<file path="src/include/pwo_consts.svh">
// Polynomial engine constants
`ifndef PWO_CONSTS_SVH
`define PWO_CONSTS_SVH

// ============================================================
// Arithmetic
// ============================================================
`define PWO_Q          3329 // Modulus
`define PWO_N          64   // Coefficients per bank
`define PWO_COEF_W     12
`define PWO_IDX_W      6
`define PWO_MODE_W     3    // Mode field, control bits 2..0
`define PWO_ALU_LAT    2    // ALU pipeline depth

// ============================================================
// Bus and address map (word addresses)
// ============================================================
`define PWO_BUS_AW     8
`define PWO_BUS_DW     32
`define PWO_BASE_A     0
`define PWO_BASE_B     64
`define PWO_BASE_C     128
`define PWO_ADDR_CTRL  192
`define PWO_ADDR_EN    193
`define PWO_ADDR_STAT  194  // Read only, above is unmapped

// Control word fields
`define PWO_CTRL_ACC_BIT   3
`define PWO_CTRL_ZERO_BIT  4
`define PWO_MODE_ADD   0
`define PWO_MODE_SUB   1
`define PWO_MODE_MUL   2    // 3..7 invalid

`endif
</file>
<file path="src/source/pwo_arith_pkg.sv">
// Coefficient arithmetic types
`default_nettype none

`include "pwo_consts.svh"

package pwo_arith_pkg;

    typedef logic [`PWO_COEF_W-1:0] coef_t;     // Always below q in memory
    typedef logic [`PWO_IDX_W-1:0]  coef_idx_t; // Bank index
    typedef logic [`PWO_MODE_W-1:0] mode_t;     // Operation code

    // Sequencer FSM
    typedef enum logic [1:0] {
        SEQ_IDLE,
        SEQ_RUN,   // One index per cycle
        SEQ_DRAIN  // Memory and ALU stages emptying
    } seq_state_t;

endpackage

`default_nettype wire

</file>
<file path="src/source/pwo_seq.sv">
// Run sequencer
`default_nettype none

`include "pwo_consts.svh"

module pwo_seq (
    input  logic                     clk,
    input  logic                     rst,
    input  logic                     start_i,
    input  pwo_arith_pkg::mode_t     mode_i,
    input  logic                     accumulate_i,
    input  logic                     zeroize_i,
    output logic                     busy_o,
    output logic                     done_o,
    output logic                     bad_mode_o,
    // Memory read request
    output logic                     rd_en_o,
    output pwo_arith_pkg::coef_idx_t rd_idx_o,
    // ALU launch, aligned with memory data
    output logic                     op_valid_o,
    output pwo_arith_pkg::coef_idx_t op_idx_o,
    output pwo_arith_pkg::mode_t     op_mode_o,
    output logic                     op_acc_o,
    output logic                     op_zero_o
);
    import pwo_arith_pkg::*;

    seq_state_t state_q;
    coef_idx_t  cnt_q;    // Index in RUN, drain count in DRAIN
    logic       mode_ok;

    always_comb begin
        mode_ok    = (mode_i == mode_t'(`PWO_MODE_ADD)) ||
                     (mode_i == mode_t'(`PWO_MODE_SUB)) ||
                     (mode_i == mode_t'(`PWO_MODE_MUL));
        bad_mode_o = start_i && !mode_ok;
        busy_o     = state_q != SEQ_IDLE;
        rd_en_o    = state_q == SEQ_RUN;
        rd_idx_o   = cnt_q;
    end

    // ============================================================
    // FSM
    // ============================================================
    always_ff @(posedge clk or negedge rst) begin
        if (!rst) begin
            state_q    <= SEQ_IDLE;
            cnt_q      <= '0;
            done_o     <= 1'b0;
            op_valid_o <= 1'b0;
            op_mode_o  <= '0;
            op_acc_o   <= 1'b0;
            op_zero_o  <= 1'b0;
        end else begin
            done_o     <= 1'b0;
            op_valid_o <= rd_en_o;              // Memory data arrives next cycle
            case (state_q)
                SEQ_IDLE: begin
                    if (start_i && mode_ok) begin
                        state_q   <= SEQ_RUN;
                        cnt_q     <= '0;
                        op_mode_o <= mode_i;    // Frozen for the whole run
                        op_acc_o  <= accumulate_i;
                        op_zero_o <= zeroize_i;
                    end else if (start_i) begin
                        done_o <= 1'b1;         // Bad mode ends at once
                    end
                end
                SEQ_RUN: begin
                    cnt_q <= cnt_q + 1'b1;      // Wraps to 0 for the drain
                    if (cnt_q == coef_idx_t'(`PWO_N - 1)) begin
                        state_q <= SEQ_DRAIN;
                    end
                end
                SEQ_DRAIN: begin
                    cnt_q <= cnt_q + 1'b1;
                    // Memory stage plus ALU stages, last write in the final cycle
                    if (cnt_q == coef_idx_t'(`PWO_ALU_LAT)) begin
                        state_q <= SEQ_IDLE;
                        cnt_q   <= '0;
                        done_o  <= 1'b1;
                    end
                end
                default: state_q <= SEQ_IDLE;
            endcase
        end
    end

    // Index follows the memory stage
    always_ff @(posedge clk) begin
        op_idx_o <= cnt_q;
    end

endmodule

`default_nettype wire

</file>
<file path="config.mk">
export PLATFORM = sky130hd
export DESIGN_NAME = pwo_seq
export DESIGN_NICKNAME = d
export VERILOG_FILES = /design/src/source/pwo_arith_pkg.sv /design/src/source/pwo_seq.sv
export VERILOG_INCLUDE_DIRS = /design/src /design/src/include
export SDC_FILE = /design/constraint.sdc
export NUM_CORES = 1
export LEC_CHECK = 0
export CORE_MARGIN = 1.5
export CORE_UTILIZATION = 30
export CTS_CLUSTER_SIZE = 25
export DETAILED_ROUTE_END_ITERATION = 10
export DONT_BUFFER_PORTS = 1
export GPL_TIMING_DRIVEN = 1
export HOLD_SLACK_MARGIN = 0.15
export PLACE_DENSITY = 0.52
export REMOVE_ABC_BUFFERS = 1
export SYNTH_ARGS = -nofsm -noshare
export SYNTH_HDL_FRONTEND = slang
export SYNTH_SLANG_ARGS = --single-unit
export TNS_END_PERCENT = 10
</file>
<file path="constraint.sdc">
create_clock -name clk -period 4.3 [get_ports clk]
set_clock_uncertainty 0.15 [all_clocks]
set_input_delay 0.43 -clock clk [delete_from_list [all_inputs] [get_ports clk]]
set_output_delay 0.43 -clock clk [all_outputs]
set_load 0.01 [all_outputs]
</file>
### Yosys cells after proc, flatten, opt, wreduce, memory -nomap -nowiden

Index checks and enable logic that the tools add are counted.

| storage, ports and cells | value |
|---|---|
| flip-flop bits (word level) | 21 |
| output and inout port bits | 22 |
| input port bits | 8 |
| word-level logic and storage cells | 41 |

| operators by class | value |
|---|---|
| mux-type cells | 11 |
| reduce and logical (&&, ||, !) cells | 12 |
| add/subtract/negate cells | 1 |
| eq/ne operators | 9 |

Operators by type and width:

| cell | count |
|---|---|
| one-hot mux 6 bit (3 select lines) | 1 |
| 2-to-1 mux 6 bit | 2 |
| adder 6 x 1 -> 6 bit, second input constant | 1 |
| equality test 6 x 2 -> 1 bit, second input constant | 1 |
| equality test 6 bit, second input constant | 1 |
| 2-to-1 mux 2 bit | 3 |
| one-hot mux 2 bit (3 select lines) | 1 |
| != test 2 bit, second input constant | 2 |
| AND reduction 2 bit | 2 |
| equality test 3 x 1 -> 1 bit, second input constant | 1 |
| equality test 3 x 2 -> 1 bit, second input constant | 1 |
| logical NOT 3 bit | 1 |
| 2-to-1 mux 1 bit | 3 |
| AND reduction 3 bit | 1 |
| nonzero test 3 bit | 1 |
| equality test 2 x 1 -> 1 bit, second input constant | 1 |
| equality test 2 bit, second input constant | 1 |
| logical AND 1 bit | 2 |
| logical NOT 2 bit | 1 |
| logical OR 1 bit | 2 |
| != test 2 x 1 -> 1 bit, second input constant | 1 |
| one-hot mux 1 bit (2 select lines) | 1 |
| nonzero test 2 bit | 1 |
| logical NOT 1 bit | 1 |

### Depth between registers and ports, before layout

| depth | value |
|---|---|
| word-level depth | 6 |
| mapped depth | 6 |
| mapped depth without buffers | 6 |

### Worst setup path before layout

Ideal clock, no wire load.

| timing | value |
|---|---|
| path type | register to register |
| from | register cnt_q[0] (netlist: rd_idx_o[0]) |
| to | register cnt_q[3] (netlist: rd_idx_o[3]) |
| cell stages (with the launch flop) | 7 |
| path slack | 2.271 ns |
| period minus slack after synthesis | 2.029 ns |
| arrival time | 1.753 ns |
| path buffers | 0 |
| data required time | 4.024 ns |
| cell sequence | dfrtp_1 inv_1 ha_1 or4b_4 o31ai_4 nor2_2 a221o_1 |

| on the way | value |
|---|---|
| longest elaborated chain between the ends | 3 |
| elaborated cells between the ends (all ways) | 4 |
| those cells by class | add/sub (1); eq/ne (1); mux (2) |

RTL lines:

| what | RTL line | RTL |
|---|---|---|
| start, declared | pwo_seq.sv:29 | `coef_idx_t cnt_q;` |
| start signal, assigned | pwo_seq.sv:70 | `cnt_q <= cnt_q + 1'b1;` |
| start signal, assigned | pwo_seq.sv:76 | `cnt_q <= cnt_q + 1'b1;` |
| adder 6 x 1 -> 6 bit / equality test 6 x 2 -> 1 bit (equally long branches) | pwo_seq.sv:70, pwo_seq.sv:76, pwo_seq.sv:78 |  |
| 2-to-1 mux 6 bit | pwo_seq.sv:78 | `` if (cnt_q == coef_idx_t'(`PWO_ALU_LAT)) begin `` |
| one-hot mux 6 bit (3 select lines) (*) | pwo_seq.sv:57 | `case (state_q)` |

Mark *: on every way between the ends. The rest lies on a longest branch, timed or not.
A chain may end at the register's enable or synchronous reset.

### Worst setup path after layout

Same ends and word-level chain as after synthesis.

==> summary.json <==
{
  "placement": {
    "preCtsSetupSlack_ns": 2.14,
    "gp_routability_congestion": 0.806,
    "buffer_ports.inserted": 0,
    "detailedPlacementHpwl_um": 1200,
    "placedCellCount": 112
  },
  "power": {
    "worst_ir_drop_vdd_uv": 137,
    "power-per-cell-area_nw_per_um2": 624,
    "power_leakage_nw": 0.450
  },
  "sta": {
    "period_share_pct": 50.6,
    "report.final.slew_viol_count": 0,
    "clock.fmax_mhz": 460,
    "worst_slew_pin_tran_ns": 0.681,
    "report.final.hold_viol_count": 0,
    "timing.setup.tns_ns": 0,
    "period_needed_ns": 2.18,
    "grt_setup_unrepaired": "false",
    "timing.final.ws_setup_ns": 2.12,
    "final-setup-viol-count": 0,
    "slew_headroom_pct": 54.4
  },
  "critical_path": {
    "crit-reg2reg-launch": "rd_idx_o[0]",
    "critical_path_peak_fanout": 8,
    "crit_path_largest_cell_delay_ns": 0.50,
    "critical-path-slowest-cell": "dfrtp_1",
    "critPathLaunchType": "flop",
    "crit_chain": "inv_1 > ha_1 > or4b_4 > o31ai_4 > nor2_2 > a221o_1",
    "worst_r2r_endpoint": "rd_idx_o[3]",
    "rr_worst_depth": 6,
    "cp_data_arrival_time_ns": 2.23,
    "reg2reg_slack_ns": 2.12,
    "worstPathRequired_ns": 4.36,
    "timing.setup.critical_path_class": "reg2reg",
    "endpoint_kind": "flop"
  },
  "detailed_routing": {
    "finalWirelength_um": 1740,
    "postRouteAntennaNets": 0,
    "remaining_drc_errors": 4,
    "drt_first_pass_iters": 9,
    "drtIter0Drc": 18,
    "wl_per_cell_um": 14.3,
    "route.vias.total": 630,
    "vias_per_cell": 5.16
  },
  "cells_and_area": {
    "layout.cells.most_common_list": "dfrtp_1 (15), nand2_1 (9), nor2_1 (6), dlygate4sd3_1 (6), dfxtp_1 (6)",
    "final_util_pct": 36.8,
    "final_common_cell": "dfrtp_1",
    "flow.area_growth_from_synthesis_pct": 13.5,
    "final_layout_size_suffix_gt1_share_pct": 13.2,
    "design.final.nets": 105,
    "fin_cells": 122,
    "antennaDiodeCount": 0,
    "num-fill-cells": 279
  },
  "floorplan": {
    "initial_core_utilization_pct": 32.4,
    "die_y_um": 58.1,
    "pin_count": 30,
    "floorplan.rows": 19,
    "core-area_um2": 2810,
    "fp.dieArea_um2": 3370,
    "chipWidth_um": 58.1
  },
  "grt": {
    "antenna_found_initial": 0,
    "grt_max_degree": 16,
    "first_global_vias": 634,
    "grt_pass1_wl_um": 2890,
    "grt_use_total_pct": 11.5,
    "global_route_total_overflow": 0
  },
  "logic_synthesis": {
    "synth-seq-cells": 21,
    "post_synth.cell_area_avg_um2": 11.1,
    "netlist-cell-type-count": 29,
    "yosys_warnings": 0,
    "cells_after_synth": 82,
    "syn_area_um2": 910,
    "register_area_share_after_synthesis_pct": 54.5
  },
  "min_path": {
    "worst_hold_path.num_cells": 2,
    "min_path_type": "in2reg",
    "worst_hold_startpoint": "mode_i[2]",
    "hold-path-endpoint": "done_o"
  },
  "clock_tree": {
    "clock_insertion_delay_worst_skew_ns": 0.31,
    "cts_tree": "yes",
    "max-clock-path-buffers": 2,
    "clk_pin_slew_worst_paths_ns": 0.12,
    "post_cts_buffers": 0,
    "htree_num_levels": 1,
    "cts_inserted_buffers": 3,
    "cts.sinks": 21,
    "cts_root_buf": "clkbuf_4"
  },
  "flow_run": {
    "maxCapViolCount": 0
  },
  "outcome": {
    "status": "finished with violations",
    "failed_checks": "design-rule violations"
  }
}
==> Yosys cell counts <==
cell type / n / area share [%]
dfxtp_1: 6 / 13
and2b_1: 1 / 0.83
a22oi_1: 1 / 0.83
nand2_1: 9 / 3.7
mux2_2: 4 / 5.0
and3_1: 1 / 0.69
nand3_1: 3 / 1.7
inv_1: 4 / 1.7
a21oi_1: 2 / 1.1
a31o_2: 1 / 0.96
or4b_4: 1 / 1.5
o31ai_1: 1 / 0.83
o21ai_1: 1 / 0.55
a31oi_1: 1 / 0.69
clkbuf_1: 1 / 0.41
a32o_1: 1 / 1.1
nor2b_1: 3 / 2.1
nor3_1: 1 / 0.55
a221o_1: 1 / 1.1
nand2b_1: 1 / 0.69
nor2_2: 1 / 0.69
o31ai_4: 1 / 2.3
o21ai_0: 5 / 2.8
o21a_1: 1 / 0.83
ha_1: 5 / 6.9
nor2_1: 6 / 2.5
dfrtp_1: 15 / 41
a22o_1: 3 / 2.9
nand3b_1: 1 / 0.83
==> repair_timing <==
action | 4_1_cts | 5_1_grt
hold buffers | 6 | 0
gates resized for setup | 0 | 0
endpoints found under the hold margin | 20 | 0
==> metrics by stage <==
stage	power (W)	instance area, um2	hold slack [ns]
3_3_place_gp	0.000539	945	-0.0152
5_1_grt	0.000697	1030	0.278
2_1_floorplan	0.000492	906	-0.0156
6_report	0.000645	1030	0.248
4_1_cts	0.000648	1030	0.246
3_5_place_dp	0.000542	945	-0.0153
==> routing by layer <==
metal / track usage [%] / share of wire [%] / up-vias
met3: 2.46 / 4.3 / 5
met4: 7.97 / 2.5 / 0
met1: 13.8 / 44 / 293
met5: 0 / 0 / -
met2: 18.2 / 49 / 22
li1: - / - / 310
==> report_power, final <==
part	switching [W]	internal, W
registers	0.0000586	0.000246
clock network	0.0000634	0.0000347
logic	0.000140	0.000102
total	0.000262	0.000383
==> final cells by class <==
class / instances / area (um2) / share of cell area (%)
clock buffers: 3 / 22.5 / 2.18
clock inverters: 1 / 5.00 / 0.485
inverters: 4 / 15.0 / 1.45
multi-input cells: 56 / 395 / 38.3
flip-flops and latches: 21 / 495 / 48.0
well taps: 31 / 38.8 / 3.76
repair buffers: 6 / 60.1 / 5.82
==> flip-flops by register name, summed over array words and instances, names as in the netlist <==
name        cells
state_q         2
done_o          1
op_acc_o        1
op_valid_o      1
op_idx_o        6
op_zero_o       1
rd_idx_o        6
op_mode_o       3
==> worst max path at each step <==
| stage | from | end | slack [ns] | cells after the start |
|---|---|---|---|---|
| after detailed placement | rd_idx_o[1] | rd_idx_o[3] | 2.14 | 5 |
| after global routing | rd_idx_o[0] | rd_idx_o[3] | 1.98 | 6 |
| final | rd_idx_o[0] | rd_idx_o[3] | 2.12 | 6 |
| after global placement | rd_idx_o[0] | rd_idx_o[3] | 2.14 | 6 |
| after floorplan | rd_idx_o[0] | rd_idx_o[3] | 2.27 | 6 |
| after CTS | rd_idx_o[0] | rd_idx_o[3] | 2.13 | 6 |
==> worst max-delay path, delay by kind of cell, from the launching register on <==
| kind | cells | cell delay (ns) |
|---|---|---|
| AOI/OAI and AO/OA | 2 | 0.61 |
| and+or+nand+nor | 2 | 0.59 |
| DFF | 1 | 0.50 |
| adders and majority gates | 1 | 0.13 |
| buffers and inverters | 1 | 0.09 |
==> cell families after synthesis <==
family | share of synthesized area, %
AO/OA/AOI/OAI | 16.0
adder cells (fa/ha/maj) | 6.88
buffers and inverters | 2.06
flip-flops | 54.5
multiplexers | 4.95
AND/OR/NAND/NOR | 15.7
No activity file was read; power rests on OpenSTA's default activity.
