<file path="config.mk">
export PLATFORM = sky130hd
export DESIGN_NAME = pwo_mod_alu
export DESIGN_NICKNAME = d
export VERILOG_FILES = /design/src/source/pwo_arith_pkg.sv /design/src/source/pwo_mod_alu.sv
export VERILOG_INCLUDE_DIRS = /design/src /design/src/include
export SDC_FILE = /design/constraint.sdc
export NUM_CORES = 1
export LEC_CHECK = 0
export ABC_AREA = 1
export BUFFER_PORTS_ARGS = -buffer_cell sky130_fd_sc_hd__buf_2
export CAP_MARGIN = 25
export CORE_ASPECT_RATIO = 1.2
export CORE_MARGIN = 4
export CORE_UTILIZATION = 60
export DETAILED_ROUTE_END_ITERATION = 16
export HOLD_SLACK_MARGIN = 0.02
export PLACE_DENSITY = 0.85
export RECOVER_POWER = 100
export SYNTH_ARGS = -nofsm -noshare
export SYNTH_HDL_FRONTEND = slang
export SYNTH_SLANG_ARGS = --single-unit
</file>
<file path="constraint.sdc">
create_clock -name clk -period 15.5 [get_ports clk]
set_clock_uncertainty 0.15 [all_clocks]
set_input_delay 1.55 -clock clk [delete_from_list [all_inputs] [get_ports clk]]
set_output_delay 1.55 -clock clk [all_outputs]
set_load 0.03 [all_outputs]
</file>
<file path="src/include/pwo_consts.svh">
// Polynomial engine constants
`ifndef PWO_CONSTS_SVH
`define PWO_CONSTS_SVH

// ============================================================
// Arithmetic
// ============================================================
`define PWO_Q          3329 // Modulus
`define PWO_N          64   // Coefficients per bank
`define PWO_COEF_W     12
`define PWO_IDX_W      6
`define PWO_MODE_W     3    // Mode field, control bits 2..0
`define PWO_ALU_LAT    2    // ALU pipeline depth

// ============================================================
// Bus and address map (word addresses)
// ============================================================
`define PWO_BUS_AW     8
`define PWO_BUS_DW     32
`define PWO_BASE_A     0
`define PWO_BASE_B     64
`define PWO_BASE_C     128
`define PWO_ADDR_CTRL  192
`define PWO_ADDR_EN    193
`define PWO_ADDR_STAT  194  // Read only, above is unmapped

// Control word fields
`define PWO_CTRL_ACC_BIT   3
`define PWO_CTRL_ZERO_BIT  4
`define PWO_MODE_ADD   0
`define PWO_MODE_SUB   1
`define PWO_MODE_MUL   2    // 3..7 invalid

`endif
</file>
<file path="src/source/pwo_arith_pkg.sv">
// Coefficient arithmetic types
`default_nettype none

`include "pwo_consts.svh"

package pwo_arith_pkg;

    typedef logic [`PWO_COEF_W-1:0] coef_t;     // Always below q in memory
    typedef logic [`PWO_IDX_W-1:0]  coef_idx_t; // Bank index
    typedef logic [`PWO_MODE_W-1:0] mode_t;     // Operation code

    // Sequencer FSM
    typedef enum logic [1:0] {
        SEQ_IDLE,
        SEQ_RUN,   // One index per cycle
        SEQ_DRAIN  // Memory and ALU stages emptying
    } seq_state_t;

endpackage

`default_nettype wire

</file>
<file path="src/source/pwo_mod_alu.sv">
// Two stage modular ALU
`default_nettype none

`include "pwo_consts.svh"

module pwo_mod_alu (
    input  logic                     clk,
    input  logic                     rst,
    input  logic                     op_valid_i,
    input  pwo_arith_pkg::coef_idx_t op_idx_i,
    input  pwo_arith_pkg::mode_t     op_mode_i,
    input  logic                     op_acc_i,
    input  logic                     op_zero_i,
    input  pwo_arith_pkg::coef_t     a_i,
    input  pwo_arith_pkg::coef_t     b_i,
    input  pwo_arith_pkg::coef_t     c_i,
    // Write back into C
    output logic                     wr_en_o,
    output pwo_arith_pkg::coef_idx_t wr_idx_o,
    output pwo_arith_pkg::coef_t     wr_data_o
);
    import pwo_arith_pkg::*;

    localparam int RAW_W = 2 * `PWO_COEF_W;  // Full product width

    logic [RAW_W-1:0]       raw_d;
    logic [RAW_W-1:0]       raw_q;
    logic                   s1_valid_q;
    coef_idx_t              s1_idx_q;
    coef_t                  s1_c_q;
    logic                   s1_acc_q;
    logic                   s1_zero_q;
    logic [RAW_W-1:0]       red_full;
    coef_t                  res;
    logic [`PWO_COEF_W:0]   acc_sum;        // One bit of headroom
    coef_t                  acc_res;

    // ============================================================
    // Stage one, raw result
    // ============================================================
    always_comb begin
        case (op_mode_i)
            `PWO_MODE_ADD: raw_d = RAW_W'(a_i) + RAW_W'(b_i);
            `PWO_MODE_SUB: raw_d = RAW_W'(a_i) + RAW_W'(`PWO_Q) - RAW_W'(b_i); // Stays positive
            `PWO_MODE_MUL: raw_d = RAW_W'(a_i) * RAW_W'(b_i);
            default:       raw_d = '0;
        endcase
    end

    always_ff @(posedge clk or negedge rst) begin
        if (!rst) begin
            s1_valid_q <= 1'b0;
            wr_en_o    <= 1'b0;
        end else begin
            s1_valid_q <= op_valid_i;
            wr_en_o    <= s1_valid_q;
        end
    end

    always_ff @(posedge clk) begin
        raw_q     <= raw_d;
        s1_idx_q  <= op_idx_i;
        s1_c_q    <= c_i;         // Old C for accumulate
        s1_acc_q  <= op_acc_i;
        s1_zero_q <= op_zero_i;
    end

    // ============================================================
    // Stage two, reduce and accumulate
    // ============================================================
    always_comb begin
        red_full = raw_q % RAW_W'(`PWO_Q);
        res      = coef_t'(red_full);
        acc_sum  = {1'b0, res} + {1'b0, s1_c_q};
        // Both terms below q, one subtraction is enough
        if (acc_sum >= (`PWO_COEF_W+1)'(`PWO_Q)) begin
            acc_res = coef_t'(acc_sum - (`PWO_COEF_W+1)'(`PWO_Q));
        end else begin
            acc_res = coef_t'(acc_sum);
        end
    end

    always_ff @(posedge clk) begin
        wr_idx_o <= s1_idx_q;
        if (s1_zero_q) begin
            wr_data_o <= '0;      // Zeroize wins over everything
        end else if (s1_acc_q) begin
            wr_data_o <= acc_res;
        end else begin
            wr_data_o <= res;
        end
    end

endmodule

`default_nettype wire

</file>
; ---- Yosys cells after proc, flatten, opt, wreduce, memory -nomap -nowiden
; Index checks and enable logic that the tools add are counted.
[totals]
out_inout_bits = 19
regBits = 64
[classes]
eq_ne = 2
multipliers = 1
addsub = 5
div_mod_pow = 1
n_mux = 3
reduce_logical = 1
n_lt_le_gt_ge = 1
[op_table]
columns = operator, n
row1 = $pmux 24 s3, 1
row2 = $add 12x12->13, 2
row3 = $mod 24x12->24 const B, 1
row4 = $mul 12x12->24, 1
row5 = $mux 12, 2
row6 = $sub 13x12->14, 1
row7 = $add 12x12->13 const B, 1
row8 = $ge 13x12->1 const B, 1
row9 = $sub 12x12->12 const B, 1
row10 = $eq 3x1->1 const B, 1
row11 = $eq 3x2->1 const B, 1
row12 = $logic_not 3->1, 1

; ---- Depth between registers and ports, before layout
; Gate-level depths: netlist of the first run.
[depth]
ltp_word = 5
mapped_depth = 137
ltp_nobuf = 129

; ---- Least setup slack after synthesis of the first run
; Ideal clock, no wire load.
[synth_path]
kind = reg-to-reg
startpoint = reg raw_q[13]
endpoint = reg wr_data_o[5]
n_path_buf = 11
path_slack_ps = 1629
arrival_time_ps = 13651
stages_incl_launch_ff = 122
cell_sequence = dfxtp_1 buf_6 nor2_4 nand2_2 o21ai_4 nand2_2 buf_6 nand2_2 nand2_4 a21oi_2 nand3_4 nand2_2 nand2_4 buf_8 nand2_1 nand2_1 nand2_2 nand2_1 [... 86 more ...] a21oi_1 nor2_1 nor2_1 o31ai_1 a21oi_1 o21ai_0 xnor2_1 or4_1 nor3_1 nor2_1 nand2_1 inv_1 nor2_1 nand3_1 nor2_1 xor2_1 o21ai_0 a21oi_1
[synth_via]
elab_chain_cells = 5
elab_cells_between_ends = 6
[synth_rtl]
columns = item, line
row1 = "start, declared", pwo_mod_alu.sv:27  ; logic [RAW_W-1:0] raw_q;
row2 = "start signal, assigned", pwo_mod_alu.sv:61  ; raw_q <= raw_d;
row3 = $mod 24x12->24 *, pwo_mod_alu.sv:72  ; red_full = raw_q % RAW_W'(`PWO_Q);
row4 = $add 12x12->13, pwo_mod_alu.sv:74  ; acc_sum = {1'b0, res} + {1'b0, s1_c_q};
row5 = $sub 12x12->12 / $ge 13x12->1 (equally long branches), "pwo_mod_alu.sv:77, pwo_mod_alu.sv:76"
row6 = $mux 12, pwo_mod_alu.sv:76  ; if (acc_sum >= (`PWO_COEF_W+1)'(`PWO_Q)) begin
row7 = $mux 12 *, pwo_mod_alu.sv:87  ; end else if (s1_acc_q) begin
row8 = "end signal, assigned", pwo_mod_alu.sv:88  ; wr_data_o <= acc_res;
row9 = "end signal, assigned", pwo_mod_alu.sv:90  ; wr_data_o <= res;
row10 = "end, declared", pwo_mod_alu.sv:20  ; output pwo_arith_pkg::coef_t wr_data_o
; Mark *: on every way between the ends. The rest lies on a longest branch, timed or not.
; A chain may end at the register's enable or synchronous reset.

; ---- Worst setup path in the final report of the first run
[layout_path]
startpoint = reg raw_q[14]
endpoint = reg wr_data_o[5]
; The elaborated chain is that of the path after synthesis.

==> impl_metrics.tcl, run 1 <==
set metrics [dict create \
    clock_latency_ns 0.35 \
    die_width_um 152 \
    area_growth_pct 13.6 \
    ys_types 62 \
    synth_nets 2505 \
    synth_seq_cells 64 \
    ctsHoldBuffers 0 \
    dp_hpwl_mm 28.9 \
    hold_start "s1_idx_q[2]" \
    drive_gt1_share_pct 23.6 \
    cpMostUsedCell "nand2_4" \
    timing.slew.headroom_pct 43.5 \
    syn_avg_cell_area_um2 6.71 \
    hold_class "flip-flop to flip-flop" \
    worst-setup-path-type "flip-flop to flip-flop" \
    slowest_delay_ns 0.56 \
    ys_async_sr_fraction_pct 3.13 \
    required_ns 15.63 \
    synth_ff_type "dfxtp_1" \
    vias 15200 \
    grt_util_all_layers_pct 26.5 \
    worst-path-max-fanout 16 \
    fin_cells 2680 \
    numCtsBuffers 9 \
    setup_violations 0 \
    max_freq_mhz 65.5 \
    clockBufferDepth 2 \
    final_max_slew_viol_count 0 \
    overflow 0 \
    maxCapViolations 0 \
    wl_per_cell_um 15.6 \
    core-area_um2 24700 \
    grt_max_degree 21 \
    routabilityCongestion 0.924 \
    num_antenna_cells 0 \
    setup_tns_ns 0 \
    end_kind "flip-flop" \
    grt_pass1_vias 14500 \
    seq_area_frac_synth_pct 8.61 \
    h-tree-depth 3 \
    hold_viol 0 \
    cp-startpoint "raw_q[14]" \
    nets 2620 \
    remaining_drc_errors 0 \
    worst_slack_ns 0.229 \
    min_period_ns 15.27 \
    ios 69 \
    portBuffers 68 \
    drt_iter0_drc 1368 \
    start_kind "flip-flop" \
    ys_warn_count 0 \
    cts_root_buffer "clkbuf_16" \
    viasPerCell 5.65 \
    cts_tree "done" \
    dp_slack_ns -0.771 \
    dieArea_um2 27600 \
    drtPass1Iterations 6 \
    syn_inst 2235 \
    postRouteAntennaNets 0 \
    status "finished clean" \
    clk_pin_slew_ns 0.06 \
    critical_path_arrival_ns 15.40 \
    design_area_um2 17000 \
    slowest_stage "or4_4" \
    fp-row-count 63 \
    dp_cells 2585 \
    tightest_slew_ns 0.847 \
    clock-sinks 64 \
    synth_edf_count 0 \
    wirelength_mm 41.7 \
    antenna_found_initial 0 \
    syn_area_um2 15000 \
    post-route-period-util_pct 98.5 \
    dpl_cell_area_um2 15400 \
    grt_pass1_wl_mm 63.1 \
    reg2reg_from "raw_q[14]" \
    initial_core_util_pct 60.8 \
    die_h_um 181 \
]
worst max-delay path, delay by kind of cell, from the launching register on:
family,cells,cell delay [ns]
adders and majority gates,3,0.79
DFF,1,0.36
AOI/OAI and AO/OA,11,1.44
and+or+nand+nor,85,10.48
buffers and inverters,16,1.74
xor gates and xnor gates,1,0.17
sequential cells by signal, indices dropped and copies added (netlist names):
register and cells:
raw_q 24, s1_acc_q 1, s1_c_q 12, s1_idx_q 6, s1_valid_q 1, s1_zero_q 1
wr_data_o 12, wr_en_o 1, wr_idx_o 6
per-stage QoR:
step / util, % / hold slack [ns]
after global routing: 69.0 / 0.182
after floorplan: - / 0.160
final: 69.0 / 0.174
after global placement: 62.4 / 0.160
after detailed placement: 62.4 / 0.162
after CTS: 64.4 / 0.175
logic make-up after synthesis:
group | share of synthesized area, %
adder cells (fa/ha/maj) | 23.5
AO/OA/AOI/OAI | 8.48
flip-flops | 8.61
buffers and inverters | 13.2
XOR/XNOR | 4.26
AND/OR/NAND/NOR | 41.9
synth_stat cells, types with 6 or more instances:
| master | number | area, um2 |
|---|---|---|
| a21oi_1 | 64 | 320 |
| a21oi_4 | 6 | 97.6 |
| and2_1 | 8 | 50.1 |
| buf_12 | 6 | 120 |
| buf_6 | 8 | 90.1 |
| clkbuf_1 | 26 | 97.6 |
| dfxtp_1 | 62 | 1240 |
| fa_1 | 103 | 2060 |
| ha_1 | 117 | 1460 |
| inv_1 | 387 | 1450 |
| inv_2 | 20 | 75.1 |
| inv_4 | 7 | 43.8 |
| nand2_1 | 575 | 2160 |
| nand2_2 | 121 | 757 |
| nand2_4 | 58 | 653 |
| nand3_1 | 156 | 781 |
| nand3_2 | 21 | 210 |
| nand3_4 | 6 | 105 |
| nand3b_1 | 9 | 67.6 |
| nand4_1 | 29 | 181 |
| nor2_1 | 140 | 526 |
| nor2_2 | 23 | 144 |
| nor2_4 | 22 | 248 |
| nor3_1 | 10 | 50.1 |
| o211ai_1 | 8 | 60.1 |
| o21ai_0 | 70 | 350 |
| o21ai_1 | 12 | 60.1 |
| o21ai_2 | 11 | 96.3 |
| o21bai_1 | 8 | 60.1 |
| o31ai_1 | 7 | 52.6 |
| or2_2 | 8 | 50.1 |
| xnor2_1 | 18 | 158 |
| xor2_1 | 53 | 464 |
cell type report:
class                           count  area (um2)
Clock buffer                       11         233
Inverter                          423        1630
Multi-Input combinational cell   1710       12500
Clock inverter                      5        56.3
Tap cell                          325         407
Timing Repair Buffer              142         955
Fill cell                        1843        7640
Sequential cell                    64        1290
worst paths after layout:
| check | endpoint | slack (ns) | depth (start not counted) |
|---|---|---|---|
| worst max-delay path | wr_data_o[5] | 0.23 | 116 |
| max in group asynchronous | wr_en_o | 14.26 | 1 |
| worst max register to register | wr_data_o[5] | 0.23 | 116 |
| min in group asynchronous | s1_valid_q | 0.82 | 1 |
| worst min-delay path | wr_idx_o[2] | 0.17 | 0 |
| worst min register to register | wr_idx_o[2] | 0.17 | 0 |
per-layer routing:
layer / share of wire (%) / vias up / global-route usage (%)
met5: 0 / - / 0
met4: 5.3 / 0 / 11.2
met3: 6.0 / 228 / 3.40
met2: 53 / 657 / 50.6
met1: 35 / 7119 / 29.2
li1: - / 7149 / -
placed cells by master, fill, tap and decap left out, types with 4 or more instances in the layout:
cell	Yosys	routed
nand2_1	575	549
inv_1	387	382
nand3_1	156	145
nand2_2	121	132
nor2_1	140	127
ha_1	117	114
fa_1	103	103
nand2_4	58	67
o21ai_0	70	66
buf_4	0	66
a21oi_1	64	60
dfxtp_1	62	59
xor2_1	53	50
buf_2	2	46
nor2_4	22	38
nand4_1	29	29
nand3_2	21	25
inv_2	20	24
clkbuf_1	26	24
nor2_2	23	20
nand2_8	5	18
xnor2_1	18	17
nand3_4	6	13
o21ai_2	11	12
o21ai_1	12	12
inv_4	7	9
nand3b_1	9	9
nor3_1	10	9
clkbuf_16	0	9
a21oi_4	6	8
o211ai_1	8	8
or2_2	8	8
o21bai_1	8	7
o31ai_1	7	6
clkinv_2	4	6
buf_12	6	6
a21oi_2	3	5
o21ai_4	1	4
xor2_2	1	4
and2_0	0	4
repair_timing:
action / 4_1_cts / 5_1_grt
pin swaps: 5 / 74
setup endpoints to repair: 12 / 12
cloned: 0 / 7
buffers inserted: 11 / 61
endpoints found under the hold margin: 0 / 0
gates resized for setup: 19 / 137
Power of run 1 is not shown: default switching activity piles up to over one toggle a cycle in this logic, so the estimate is an artifact.
==> inputs of run 2 (changes only) <==
--- a/config.mk
+++ b/config.mk
@@ -12,6 +12,7 @@
 export CORE_ASPECT_RATIO = 1.2
 export CORE_MARGIN = 4
 export CORE_UTILIZATION = 60
+export CTS_BUF_LIST = sky130_fd_sc_hd__clkbuf_8
 export DETAILED_ROUTE_END_ITERATION = 16
 export HOLD_SLACK_MARGIN = 0.02
 export PLACE_DENSITY = 0.85
==> impl_metrics.tcl, run 2 (synthesis gave the netlist of run 1 again) <==
set metrics [dict create \
    status "finished clean" \
    vias 14800 \
    hold_class "flip-flop to flip-flop" \
    antenna_found_initial 0 \
    max_freq_mhz 67.5 \
    required_ns 15.60 \
    cts_root_buffer "clkbuf_8" \
    cpMostUsedCell "nand2_2" \
    grt_util_all_layers_pct 26.0 \
    largest_reg_flops 24 \
    dp_slack_ns -0.771 \
    dp_hpwl_mm 28.9 \
    post-route-period-util_pct 95.6 \
    cp-startpoint "raw_q[14]" \
    critical_path_arrival_ns 14.92 \
    numCtsBuffers 9 \
    fp-row-count 63 \
    initial_core_util_pct 60.8 \
    remaining_drc_errors 0 \
    largestRegisters "raw_q: 24 flops, s1_c_q: 12 flops, wr_data_o: 12 flops" \
    ios 69 \
    drt_iter0_drc 1139 \
    top_register "raw_q" \
    worst-setup-path-type "flip-flop to flip-flop" \
    num_antenna_cells 0 \
    hold_start "s1_idx_q[2]" \
    start_kind "flip-flop" \
    nets 2604 \
    tightest_slew_ns 0.816 \
    slowest_delay_ns 0.55 \
    postRouteAntennaNets 0 \
    slowest_stage "or4_4" \
    min_period_ns 14.82 \
    area_growth_pct 11.6 \
    clk_pin_slew_ns 0.08 \
    portBuffers 68 \
    hold_ws_ns 0.179 \
    reg2reg_from "raw_q[14]" \
    die_width_um 152 \
    core-area_um2 24700 \
    h-tree-depth 3 \
    clock-sinks 64 \
    grt_max_degree 21 \
    wl_per_cell_um 14.8 \
    drtPass1Iterations 7 \
    setup_violations 0 \
    worst_slack_ns 0.681 \
    worst-path-max-fanout 12 \
    wirelength_mm 39.5 \
    maxCapViolations 0 \
    hold_viol 0 \
    setup_tns_ns 0 \
    dieArea_um2 27600 \
    clock_latency_ns 0.38 \
    drive_gt1_share_pct 22.8 \
    grt_pass1_vias 14400 \
    viasPerCell 5.56 \
    routabilityCongestion 0.924 \
    end_kind "flip-flop" \
    cts_tree "done" \
    clockBufferDepth 2 \
    die_h_um 181 \
    layout_common_cells "nand2_1 (553), inv_1 (385), nand3_1 (146), nand2_2 (130), nor2_1 (127)" \
    final_max_slew_viol_count 0 \
    final_common_cell "nand2_1" \
    overflow 0 \
    timing.slew.headroom_pct 45.6 \
    grt_pass1_wl_mm 62.1 \
]
[run 2: through the flow]
| stage | utilization [%] | cells | cell area, um2 |
|---|---|---|---|
| floorplan | - | 2235 | 15000 |
| global placement | 62.4 | 2585 | 15400 |
| detailed placement | 62.4 | 2585 | 15400 |
| CTS | 63.8 | 2612 | 15700 |
| global route | 67.9 | 2664 | 16700 |
| finish | 67.9 | 2664 | 16700 |
[run 2: path summary, 6_finish.rpt]
path | to | slack, ns | cells after the start
min in group asynchronous | s1_valid_q | 0.80 | 1
worst min register to register | wr_idx_o[2] | 0.18 | 0
worst max register to register | wr_data_o[6] | 0.68 | 107
worst min-delay path | wr_idx_o[2] | 0.18 | 0
worst max-delay path | wr_data_o[6] | 0.68 | 107
max in group asynchronous | wr_en_o | 14.28 | 1
[run 2: repair_timing]
item | in CTS | in global routing
buffers inserted | 10 | 44
hold buffers | 0 | 0
cloned | 1 | 8
endpoints found under the setup margin | 12 | 12
gates resized for setup | 10 | 130
endpoints found under the hold margin | 0 | 0
pin swaps | 3 | 61
[run 2: cell type report]
type,count,area (um2)
multi-input combinational,1712,12400
fill,1910,7930
inverter,423,1630
sequential,64,1290
timing repair buffer,124,828
tap,325,407
clock buffer,9,124
clock inverter,7,63.8
[run 2: worst max-delay path, delay by kind of cell (launching register included)]
family / cells / cell delay, ns
XOR/XNOR: 3 / 0.51
adder cells (fa/ha/maj): 3 / 0.69
flip-flops: 1 / 0.36
AND/OR/NAND/NOR: 80 / 9.80
AO/OA/AOI/OAI: 12 / 2.18
buffers and inverters: 9 / 0.95
[run 2: routing by layer]
layer / track usage (%) / share of wire [%]
met1: 28.8 / 37
met2: 49.8 / 54
met3: 3.09 / 5.1
met4: 10.8 / 4.2
met5: 0 / 0
Power of run 2 is left out for the same reason.
