File: config.mk
export PLATFORM = sky130hd
export DESIGN_NAME = pwo_bus_adapter
export DESIGN_NICKNAME = d
export VERILOG_FILES = /design/src/source/pwo_arith_pkg.sv /design/src/source/pwo_bus_pkg.sv /design/src/source/pwo_bus_adapter.sv
export VERILOG_INCLUDE_DIRS = /design/src /design/src/include
export SDC_FILE = /design/constraint.sdc
export NUM_CORES = 1
export LEC_CHECK = 0
export ABC_AREA = 1
export BUFFER_PORTS_ARGS = -buffer_cell sky130_fd_sc_hd__clkbuf_2
export CAP_MARGIN = 5
export CELL_PAD_IN_SITES_DETAIL_PLACEMENT = 1
export CELL_PAD_IN_SITES_GLOBAL_PLACEMENT = 2
export CORE_MARGIN = 4
export CORE_UTILIZATION = 10
export DETAILED_ROUTE_END_ITERATION = 16
export PLACE_DENSITY_LB_ADDON = 0.08
export SETUP_SLACK_MARGIN = 0.3
export SLEW_MARGIN = 20
export SYNTH_ARGS = -nofsm -noshare
export SYNTH_HDL_FRONTEND = slang
export SYNTH_SLANG_ARGS = --single-unit
File: constraint.sdc
create_clock -name clk -period 1.1 [get_ports clk]
set_input_delay 0.22 -clock clk [delete_from_list [all_inputs] [get_ports clk]]
set_output_delay 0.22 -clock clk [all_outputs]
set_load 0.01 [all_outputs]
File: src/include/pwo_consts.svh
// Polynomial engine constants
`ifndef PWO_CONSTS_SVH
`define PWO_CONSTS_SVH

// ============================================================
// Arithmetic
// ============================================================
`define PWO_Q          3329 // Modulus
`define PWO_N          64   // Coefficients per bank
`define PWO_COEF_W     12
`define PWO_IDX_W      6
`define PWO_MODE_W     3    // Mode field, control bits 2..0
`define PWO_ALU_LAT    2    // ALU pipeline depth

// ============================================================
// Bus and address map (word addresses)
// ============================================================
`define PWO_BUS_AW     8
`define PWO_BUS_DW     32
`define PWO_BASE_A     0
`define PWO_BASE_B     64
`define PWO_BASE_C     128
`define PWO_ADDR_CTRL  192
`define PWO_ADDR_EN    193
`define PWO_ADDR_STAT  194  // Read only, above is unmapped

// Control word fields
`define PWO_CTRL_ACC_BIT   3
`define PWO_CTRL_ZERO_BIT  4
`define PWO_MODE_ADD   0
`define PWO_MODE_SUB   1
`define PWO_MODE_MUL   2    // 3..7 invalid

`endif
File: src/source/pwo_arith_pkg.sv
// Coefficient arithmetic types
`default_nettype none

`include "pwo_consts.svh"

package pwo_arith_pkg;

    typedef logic [`PWO_COEF_W-1:0] coef_t;     // Always below q in memory
    typedef logic [`PWO_IDX_W-1:0]  coef_idx_t; // Bank index
    typedef logic [`PWO_MODE_W-1:0] mode_t;     // Operation code

    // Sequencer FSM
    typedef enum logic [1:0] {
        SEQ_IDLE,
        SEQ_RUN,   // One index per cycle
        SEQ_DRAIN  // Memory and ALU stages emptying
    } seq_state_t;

endpackage

`default_nettype wire

File: src/source/pwo_bus_pkg.sv
// CPU bus types
`default_nettype none

`include "pwo_consts.svh"

package pwo_bus_pkg;

    typedef logic [`PWO_BUS_AW-1:0] bus_addr_t; // Word address
    typedef logic [`PWO_BUS_DW-1:0] bus_data_t; // One coefficient or register per word

endpackage

`default_nettype wire

File: src/source/pwo_bus_adapter.sv
// Bus to memory adapter
`default_nettype none

`include "pwo_consts.svh"

module pwo_bus_adapter (
    input  logic                   clk,
    input  logic                   rst,
    // CPU bus
    input  logic                   dv_i,
    input  logic                   write_i,
    input  pwo_bus_pkg::bus_addr_t addr_i,
    input  pwo_bus_pkg::bus_data_t wdata_i,
    output pwo_bus_pkg::bus_data_t rdata_o,
    output logic                   hold_o,
    output logic                   err_o,
    // Engine state
    input  logic                   busy_i,
    input  pwo_bus_pkg::bus_data_t ctrl_word_i,
    input  pwo_bus_pkg::bus_data_t en_word_i,
    // Memory strobes
    output logic                   mem_en_o,
    output logic                   mem_we_o,
    output pwo_bus_pkg::bus_addr_t mem_addr_o,
    output pwo_bus_pkg::bus_data_t mem_wdata_o,
    input  pwo_bus_pkg::bus_data_t mem_rdata_i,
    // Trigger and control fields
    output logic                   start_o,
    output pwo_arith_pkg::mode_t   mode_o,
    output logic                   accumulate_o,
    output logic                   zeroize_o
);
    import pwo_bus_pkg::*;
    import pwo_arith_pkg::*;

    logic is_bank;     // A, B or C
    logic is_reg;      // Control, enable, status
    logic is_unmapped;
    logic en_bit;
    logic en_bit_q;    // Last cycle's enable bit 0

    // ============================================================
    // Address classes
    // ============================================================
    always_comb begin
        is_bank     = addr_i < bus_addr_t'(`PWO_ADDR_CTRL);
        is_reg      = !is_bank && (addr_i <= bus_addr_t'(`PWO_ADDR_STAT));
        is_unmapped = !is_bank && !is_reg;
    end

    // Banks are locked while the engine runs, registers never are
    always_comb begin
        hold_o      = dv_i & is_bank & busy_i;     // CPU repeats the access
        err_o       = dv_i & is_unmapped;
        mem_en_o    = dv_i & (is_reg | (is_bank & ~busy_i));
        mem_we_o    = mem_en_o & write_i;
        mem_addr_o  = addr_i;
        mem_wdata_o = wdata_i;
        rdata_o     = mem_rdata_i;                 // Registered in memory
    end

    // ============================================================
    // Start trigger and control fields
    // ============================================================
    always_comb begin
        en_bit       = en_word_i[0];
        start_o      = en_bit & ~en_bit_q;         // Rising edge only
        mode_o       = mode_t'(ctrl_word_i[`PWO_MODE_W-1:0]);
        accumulate_o = ctrl_word_i[`PWO_CTRL_ACC_BIT];
        zeroize_o    = ctrl_word_i[`PWO_CTRL_ZERO_BIT];
    end

    always_ff @(posedge clk or negedge rst) begin
        if (!rst) begin
            en_bit_q <= 1'b0;
        end else begin
            en_bit_q <= en_bit;
        end
    end

endmodule

`default_nettype wire

# Yosys cells after proc, flatten, opt, wreduce, memory -nomap -nowiden
# Cells that the tools add are included.
[totals]
register_bits = 1
in_bits = 141
output_inout_bits = 82
wordCells = 17
[op_classes]
magnitude_cmp = 2
n_bitwise = 10
reduce_logical = 4
[op_table]
columns = ["operator", "n"]
rows = [
  ["<= comparator 8 bit, second input constant", 1],
  ["< comparator 8 bit, second input constant", 1],
  ["AND 1 bit", 7],
  ["logical AND 1 bit", 2],
  ["zero test 1 bit", 2],
  ["inverter 1 bit", 2],
  ["bitwise OR 1 bit", 1],
]

# Logic depth before layout (Yosys ltp)
# Gate-level depths: netlist of run 1.
[depth]
ltp_word = 6
ltp_mapped = 5
mapped_depth_nobuf = 5

# Worst setup path after synthesis of run 1
# OpenSTA, ideal clock, no wires.
[synth_path]
path_kind = "input to output"
from = "input port addr_i[2]"
to = "output port mem_we_o"
t_arrival_ps = 627
slack_ps = 253
stages = 5
path_buffers = 0
path_cell_list = "nor2_1 nand3_1 nand2_2 nand2_2 nor2_2"
[synth_between]
elab_chain_cells = 6
word_cells_on_any_way = 8
[synth_rtl]
columns = ["item", "line", "rtl"]
rows = [
  ["from (decl)", "pwo_bus_adapter.sv:12", "input pwo_bus_pkg::bus_addr_t addr_i,"],
  ["< comparator 8 bit", "pwo_bus_adapter.sv:46", "is_bank = addr_i < bus_addr_t'(`PWO_ADDR_CTRL);"],
  ["zero test 1 bit", "pwo_bus_adapter.sv:47", "is_reg = !is_bank && (addr_i <= bus_addr_t'(`PWO_ADDR_STAT));"],
  ["logical AND 1 bit", "pwo_bus_adapter.sv:47", ""],
  ["bitwise OR 1 bit *", "pwo_bus_adapter.sv:55", "mem_en_o = dv_i & (is_reg | (is_bank & ~busy_i));"],
  ["AND 1 bit *", "pwo_bus_adapter.sv:55", ""],
  ["AND 1 bit *", "pwo_bus_adapter.sv:56", "mem_we_o = mem_en_o & write_i;"],
  ["to (decl)", "pwo_bus_adapter.sv:23", "output logic mem_we_o,"],
]
# Every way passes the cells marked *; elsewhere a longest branch is shown, timed or not.

# Worst setup path in the final report of run 1
[layout_path]
from = "input port addr_i[0]"
to = "output port err_o"
[layout_between]
elab_chain_cells = 6
word_cells_on_any_way = 7
[layout_rtl]
columns = ["item", "line", "rtl"]
rows = [
  ["< comparator 8 bit", "pwo_bus_adapter.sv:46", ""],
  ["zero test 1 bit", "pwo_bus_adapter.sv:47, pwo_bus_adapter.sv:48", ""],
  ["logical AND 1 bit", "pwo_bus_adapter.sv:47", ""],
  ["zero test 1 bit", "pwo_bus_adapter.sv:48", "is_unmapped = !is_bank && !is_reg;"],
  ["logical AND 1 bit *", "pwo_bus_adapter.sv:48", ""],
  ["AND 1 bit *", "pwo_bus_adapter.sv:54", "err_o = dv_i & is_unmapped;"],
  ["to (decl)", "pwo_bus_adapter.sv:16", "output logic err_o,"],
]
# Marks and branches as above.

==> results of run 1 <==
-- layout by cell type, fill, tap and decap left out --
master	instances
dfrtp_1	1
nand3_2	1
buf_4	4
clkbuf_8	1
nand2_4	3
buf_2	3
inv_2	2
buf_8	2
a21oi_2	1
inv_1	3
nor2_4	4
clkbuf_2	11
dlygate4sd3_1	1
buf_6	11
nor2_2	1
nor2_1	1
nand2_2	2
-- per-layer routing --
layer | up-vias | wire, um | global-route usage [%] | part of all wire, %
met5 | - | 0 | 0 | 0
met4 | 0 | 31 | 1.131 | 2.7
met3 | 8 | 299 | 1.983 | 26
met2 | 38 | 606 | 4.047 | 52
met1 | 143 | 227 | 1.283 | 20
li1 | 120 | - | - | -
-- power by group --
group          internal, uW  switching [uW]
sequential             39.3           0.430
clock                     0               0
combinational          97.3            70.6
-- synthesized netlist by cell type --
cell type  number
buf_4          77
inv_1           4
nor2_1          4
nand2_2         3
nand2_1         2
nor2_2          2
a21oi_2         1
clkinv_1        1
dfrtp_1         1
nand3_1         1
-- final timing paths --
check	cells past startpoint	slack (ns)	startpoint	endpoint
max in group asynchronous	2	0.48	rst	en_bit_q$_DFF_PN0_
setup / recovery	7	0.02	addr_i[0]	err_o
hold / removal	1	0.32	en_word_i[0]	en_bit_q$_DFF_PN0_
min in group asynchronous	2	0.54	rst	en_bit_q$_DFF_PN0_
-- through the flow --
stage	total power, uW	area (sq um)	utilization [%]	setup WS [ns]	TNS [ns]
2_1_floorplan	359.1	701.9	-	0.2714	0
3_3_place_gp	151.1	372.9	5.709	-0.07609	-0.1104
3_5_place_dp	148.2	372.9	5.709	-0.07333	-0.1153
4_1_cts	162.8	416.7	6.379	-0.01810	-0.01810
5_1_grt	220.1	538.0	8.238	-0.03146	-0.06183
6_report	207.6	538.0	8.238	0.01875	0
-- critical path: stages --
cell,delay (ns)
clkbuf_2,0.10
nand2_2,0.05
nand3_2,0.09
nand2_4,0.06
buf_4,0.14
nor2_4,0.10
buf_6,0.10
-- area by class of cell --
type	instances	share of cell area, %
Tap cell	77	17.91
Timing Repair Buffer	33	51.63
Sequential cell	1	4.651
Inverter	5	3.488
Multi-Input combinational cell	13	22.33
-- cell families (layout without fill, tap and decap cells) --
| group | after synthesis | count (layout) | synth area share [%] |
|---|---|---|---|
| flip-flops | 1 | 1 | 3.629 |
| AO/OA/AOI/OAI | 1 | 1 | 1.271 |
| buffers and inverters | 82 | 38 | 86.57 |
| AND/OR/NAND/NOR | 12 | 12 | 8.529 |
-- what timing repair did --
item,in CTS,in global routing
gates resized for setup,6,35
pin swaps,6,8
setup endpoints to repair,6,6
buffers inserted,0,3
hold buffers,1,0
hold endpoints to repair,1,0
==> impl_metrics.tcl, run 1 <==
set metrics [dict create \
    ys_warn_count 0 \
    grt_pass1_vias 314 \
    dieArea_sq_um 8286 \
    final_layout_size_suffix_gt1_share_pct 88.46 \
    setup_viol_count_final 0 \
    rows 29 \
    vias 309 \
    first_pass_iters 2 \
    grt-ovfl-total 0 \
    avgSynthCellArea_sq_um 7.181 \
    grt_pass1_wl_um 1559 \
    hold_violations 0 \
    grt_max_degree 4 \
    hpwl_um 1003 \
    core-area_sq_um 6531 \
    nFillCells 783 \
    synth_top_area_cell "buf_4" \
    fin_hold_ws_ns 0.3240 \
    dpl.cell_count 125 \
    syn_to_final_growth_pct -21.96 \
    track_usage_pct 2.144 \
    synth.distinct_cells 10 \
    yosysTopAreaCellShare_pct 83.85 \
    largest_registers "en_bit_q: 1 flops" \
    post-route-drc-count 0 \
    synth_area_leaders "buf_4 84%, dfrtp_1 3.6%, nand2_2 2.7%, inv_1 2.2%, nor2_1 2.2%" \
    io_buffers 26 \
    synth_seq_cells 1 \
    wl_um 1164 \
    ys_seq_area_share_pct 3.630 \
    crit_required_ns 0.88 \
    power_density_nw_per_um2 385.8 \
    place_congestion 0.5501 \
    avgViaCountPerCell 2.395 \
    die_h_um 91.03 \
    layout.nets 195 \
    largest_register_ffs 1 \
    cap_violations 0 \
    drt_iter0_drc 5 \
    initial_core_util_pct 10.56 \
    fmax_mhz 924.9 \
    antenna_found_initial 0 \
    outcome "complete, no violations" \
    hold_path.class "in -> reg" \
    ant_nets 0 \
    worstSetupEndpointType "output port" \
    peakVddDrop_mv 0.1714 \
    synth_cells 96 \
    worstPathMaxFanout 2 \
    synth.cell_area_sq_um 689.4 \
    die_w_um 91.03 \
    io_pins 223 \
    slew_violations 0 \
    avgRoutedWirePerCell_um 9.023 \
    fin_crit_ns 1.081 \
    startpoint_type "input port" \
    arrival_ns 0.86 \
    seqCellArea_sq_um 25.02 \
    relSlewSlack_pct 87.62 \
    clk_pin_slew_ns 0 \
    synth.net_count 237 \
    period_share_pct 98.30 \
    p_leak_uw 0.0002491 \
    multiInputGateArea_sq_um 120.1 \
    final_cells 129 \
    worst_slew_pin_slew_ns 0.1855 \
    critical_path_class "in -> out" \
    rsz0062_at_grt "true" \
    n_antenna_cell 0 \
    largest-register "en_bit_q" \
]
(Power assumes the default switching activity.)
==> inputs of run 2 (changes only) <==
==> constraint.sdc (replaced) <==
create_clock -name clk -period 1.1 [get_ports clk]
set_input_delay 0.055 -clock clk [delete_from_list [all_inputs] [get_ports clk]]
set_output_delay 0.055 -clock clk [all_outputs]
set_load 0.01 [all_outputs]
==> run 2 against run 1 <==
Global-route usage is 0.19 points lower. Routed wire length is 13% lower. Highest routed layer unchanged. Sequential share of layout area is 2.4 points higher. Sequential cell count stayed put. Combinational power is 44% lower.
==> impl_metrics.tcl, run 2 (same netlist as run 1, synthesis figures left out) <==
set metrics [dict create \
    hold_violations 0 \
    hpwl_um 894.4 \
    p_clk_share_pct 0 \
    rsz0062_at_grt "true" \
    final_layout_size_suffix_gt1_share_pct 73.91 \
    die_w_um 91.03 \
    crit_required_ns 1.04 \
    hold_path.class "in -> out" \
    switchingPower_uw 50.67 \
    peakVddDrop_mv 0.1697 \
    syn_to_final_growth_pct -48.46 \
    arrival_ns 0.68 \
    track_usage_pct 1.955 \
    layout.nets 189 \
    grt-ovfl-total 0 \
    first_pass_iters 2 \
    io_pins 223 \
    relSlewSlack_pct 93.14 \
    p_int_uw 83.92 \
    post-place-ws_ns 0.3143 \
    largest_registers "en_bit_q: 1 flops" \
    setup_viol_count_final 0 \
    fmax_mhz 1366 \
    hp-start "wdata_i[11]" \
    cap_violations 0 \
    startpoint_type "input port" \
    avgRoutedWirePerCell_um 8.244 \
    rows 29 \
    dieArea_sq_um 8286 \
    grt_pass1_vias 294 \
    final_common_cell "clkbuf_2" \
    power_density_nw_per_um2 378.7 \
    wl_um 1014 \
    setup-tns-final_ns 0 \
    fin_crit_ns 0.7321 \
    antenna_found_initial 0 \
    outcome "complete, no violations" \
    worstPathMaxFanout 2 \
    switching_share_pct 37.65 \
    drt_iter0_drc 1 \
    p_seq_share_pct 29.5 \
    largest-register "en_bit_q" \
    worstSetupEndpointType "output port" \
    ant_nets 0 \
    place_congestion 0.6154 \
    io_buffers 26 \
    layout_common_cells "25 x clkbuf_2, 4 x inv_1, 3 x nor2_2, 3 x nand2_2, 3 x nor2_1" \
    p_leak_uw 0.0001791 \
    final.setup.worst_slack_ns 0.3679 \
    cts_setup_buffers 0 \
    vias 269 \
    grt_max_degree 4 \
    core-area_sq_um 6531 \
    avgViaCountPerCell 2.187 \
    worst_slew_pin_slew_ns 0.1027 \
    combPwrFrac_pct 70.5 \
    grt_pass1_wl_um 1373 \
    die_h_um 91.03 \
    n_antenna_cell 0 \
    cp-startpoint "addr_i[2]" \
    period_share_pct 66.56 \
    post-route-drc-count 0 \
    slew_violations 0 \
    largest_register_ffs 1 \
    initial_core_util_pct 10.56 \
    critical_path_class "in -> out" \
]
run 2: cell count changes in the layout (fill, tap and decap cells not counted), sizes merged:
| cell | delta |
|---|---|
| buf | -19 |
| clkbuf | +13 |
| clkinv | +1 |
| inv | -1 |
run 2: cell type report:
type                            instances  area, sq um
Tap cell                               77        96.34
Multi-Input combinational cell         13        75.07
Fill cell                             795         6176
Inverter                                5        18.77
Sequential cell                         1        25.02
Timing Repair Buffer                   27        140.1
run 2: power groups by stage:
stage | clock [uW] | sequential (uW) | combinational, uW
3_5_place_dp | 0 | 39.7 | 93.6
4_1_cts | 0 | 39.7 | 96.4
5_1_grt | 0 | 39.9 | 106
3_3_place_gp | 0 | 39.7 | 96.9
2_1_floorplan | 0 | 39.7 | 315
6_report | 0 | 39.7 | 94.9
run 2: through the flow:
stage               total power [uW]  utilization, %  instance area (sq um)  hold slack, ns  cells
CTS                            136.2           5.326                  347.8          0.1101    123
global route                   145.8           5.441                  355.3          0.1100    123
floorplan                      355.2               -                  689.4         -0.2406     96
global placement               136.6           5.172                  337.8         -0.1687    122
finish                         134.6           5.441                  355.3          0.1100    123
detailed placement             133.3           5.172                  337.8         -0.1692    122
run 2: critical path: stages:
cell and delay, ns:
clkbuf_2 0.09, nor2_2 0.11, nand3_2 0.09, nand2_2 0.08, nand2_2 0.06, nor2_2 0.07
buf_2 0.13
run 2: path summary, 6_finish.rpt:
kind / to / slack (ns) / cells past startpoint
max in group asynchronous: en_bit_q$_DFF_PN0_ / 0.65 / 2
hold / removal: mem_wdata_o[11] / 0.11 / 0
min in group asynchronous: en_bit_q$_DFF_PN0_ / 0.37 / 2
setup / recovery: mem_we_o / 0.37 / 7
run 2: repair_timing:
item,in CTS,in global routing
hold endpoints to repair,1,0
setup endpoints to repair,0,2
hold buffers,1,0
resized for setup,0,3
run 2: routing by layer:
metal,routed length [um],global-route usage [%],vias up
met5,0,0,-
met4,55,1.759,0
met3,215,1.240,20
met2,539,3.985,34
met1,204,0.9872,106
li1,-,-,109
==> inputs of run 3 (changes only) <==
- ABC_AREA: 1 -> 0
- clock period: 1.1 -> 0.8 ns (I/O delays scaled with it)
==> run 3 against run 2 <==
The run now ends with negative setup slack left. First-iteration DRC count grew to 7.0 times the previous value. Sequential share of layout area fell by 0.83 points. Final cell count decreased by 4.9%. Worst hold slack worse by 0.030 ns. Global-route usage up 1.1 points. Area after synthesis shrank 2.5%. Core utilization increased by 0.83 points. Sequential cell count did not move. Synthesized cell count fell by 6.3%. Via count is 6.3% higher. Critical path depth down 2. Setup slack got worse by 0.51 ns.
==> impl_metrics.tcl, run 3 <==
set metrics [dict create \
    outcome "complete, but fails checks" \
    violations "negative setup slack" \
    post-route-util_pct 6.273 \
    synth.most_common_cell "buf_4" \
    seqCellArea_sq_um 25.02 \
    wl_um 1420 \
    final_common_cell "clkbuf_2" \
    ys_warn_count 0 \
    layout.nets 183 \
    antenna_found_initial 0 \
    peakVddDrop_mv 0.2296 \
    die_h_um 89.97 \
    rows 29 \
    track_usage_pct 3.057 \
    async_reset_ff_share_pct 100.0 \
    dieArea_sq_um 8095 \
    dpl.cell_count 116 \
    synth_area_leaders "buf_4 86%, dfrtp_1 3.7%, a21oi_1 2.2%, nor2b_1 1.9%, nor4_2 1.9%" \
    ant_nets 0 \
    first_pass_iters 2 \
    final_layout_size_suffix_gt1_share_pct 82.50 \
    vias 286 \
    power_density_nw_per_um2 526.0 \
    n_antenna_cell 0 \
    largest_register_ffs 1 \
    grt_pass1_vias 305 \
    avgViaCountPerCell 2.444 \
    grt-ovfl-total 0 \
    ys_dominant_reg_cell "dfrtp_1" \
    worstSetupEndpointType "output port" \
    synth_top_area_cell "buf_4" \
    io_pins 223 \
    relSlewSlack_pct 82.28 \
    multiInputGateArea_sq_um 98.84 \
    post-place-ws_ns -0.1761 \
    synth_common_cells "77 x buf_4, 3 x a21oi_1, 3 x nand2_1" \
    startpoint_type "input port" \
    post-route-drc-count 0 \
    initial_core_util_pct 10.46 \
    p_leak_uw 0.0001671 \
    arrival_ns 0.90 \
    nFillCells 746 \
    grt_max_degree 6 \
    syn_to_final_growth_pct -40.04 \
    grt_pass1_wl_um 1994 \
    largest_registers "en_bit_q: 1 flops" \
    hold_violations 0 \
    ys_seq_area_share_pct 3.724 \
    crit_required_ns 0.76 \
    synth.cell_area_sq_um 671.9 \
    core-area_sq_um 6422 \
    synth_cells 90 \
    worst_slew_pin_slew_ns 0.2638 \
    synth.net_count 231 \
    synth.distinct_cells 9 \
    fin_crit_ns 0.9392 \
    period_share_pct 117.4 \
    worstPathMaxFanout 2 \
    slew_violations 0 \
    yosysTopAreaCellShare_pct 86.03 \
    die_w_um 89.97 \
    place_congestion 0.5605 \
    critical_path_class "in -> out" \
    synth_seq_cells 1 \
    rsz0062_at_grt "true" \
    final_cells 117 \
    setup_viol_count_final 2 \
    synth_edf_count 0 \
    cap_violations 0 \
    final.setup.worst_slack_ns -0.1392 \
    hold_path.class "in -> out" \
    layout_common_cells "16 x clkbuf_2, 5 x buf_2, 3 x clkbuf_8" \
    largest-register "en_bit_q" \
    setup-tns-final_ns -0.2558 \
    io_buffers 26 \
    avgRoutedWirePerCell_um 12.14 \
    avgSynthCellArea_sq_um 7.465 \
    drt_iter0_drc 7 \
    fmax_mhz 1065 \
    power.total_uw 211.9 \
]
run 3: cell count changes after synthesis, moves of 2 or more:
cell | previous run | this run
inv_1 | 4 | 0
a21oi_1 | 0 | 3
nand2_2 | 3 | 0
nor2_1 | 4 | 1
nor2_2 | 2 | 0
nor2b_1 | 0 | 2
run 3: routing by layer:
metal	track usage, %	vias to the layer above	routed length, um
li1	-	105	-
met1	1.759	112	280
met2	4.637	51	595
met3	3.923	18	479
met4	2.423	0	66
met5	0	-	0
run 3: repair_timing:
item / 4_1_cts / 5_1_grt
resized for setup: 4 / 13
gates cloned: 0 / 0
hold endpoints to repair: 1 / 0
hold buffers: 1 / 0
pin swaps: 1 / 2
endpoints found under the setup margin: 5 / 5
setup buffers: 0 / 0
run 3: critical path: stages:
cell and delay [ns]:
buf_8 0.10, nor4_4 0.31, a41oi_2 0.19, nor2b_2 0.12
buf_2 0.13
run 3: cell families after synthesis:
family                 share of synthesized area (%)
DFF                                            3.724
buffers and inverters                          86.03
AOI/OAI and AO/OA                              3.538
and+or+nand+nor                                6.702
run 3: area by class of cell:
cell class / instances / share of cell area, %
Tap cell: 77 / 23.91
Sequential cell: 1 / 6.211
Timing Repair Buffer: 27 / 45.34
Multi-Input combinational cell: 12 / 24.53
run 3: stage by stage:
step           hold slack (ns)  cell area [sq um]
2_1_floorplan          -0.2556              695.7
3_3_place_gp           -0.1805              344.1
3_5_place_dp           -0.1827              344.1
4_1_cts                0.08007              384.1
5_1_grt                0.08001              402.9
6_report               0.08000              402.9
run 3: path summary, 6_finish.rpt:
kind / endpoint / start / slack (ns) / cells after the start
setup / recovery: mem_en_o / addr_i[5] / -0.14 / 5
hold / removal: mem_wdata_o[31] / wdata_i[31] / 0.08 / 0
max in group asynchronous: en_bit_q$_DFF_PN0_ / rst / 0.36 / 2
min in group asynchronous: en_bit_q$_DFF_PN0_ / rst / 0.35 / 2
run 3: power by group:
part	total [uW]	internal, uW	switching (uW)
sequential	55.2	54.1	1.08
clock	0	0	0
combinational	157	82.0	74.7
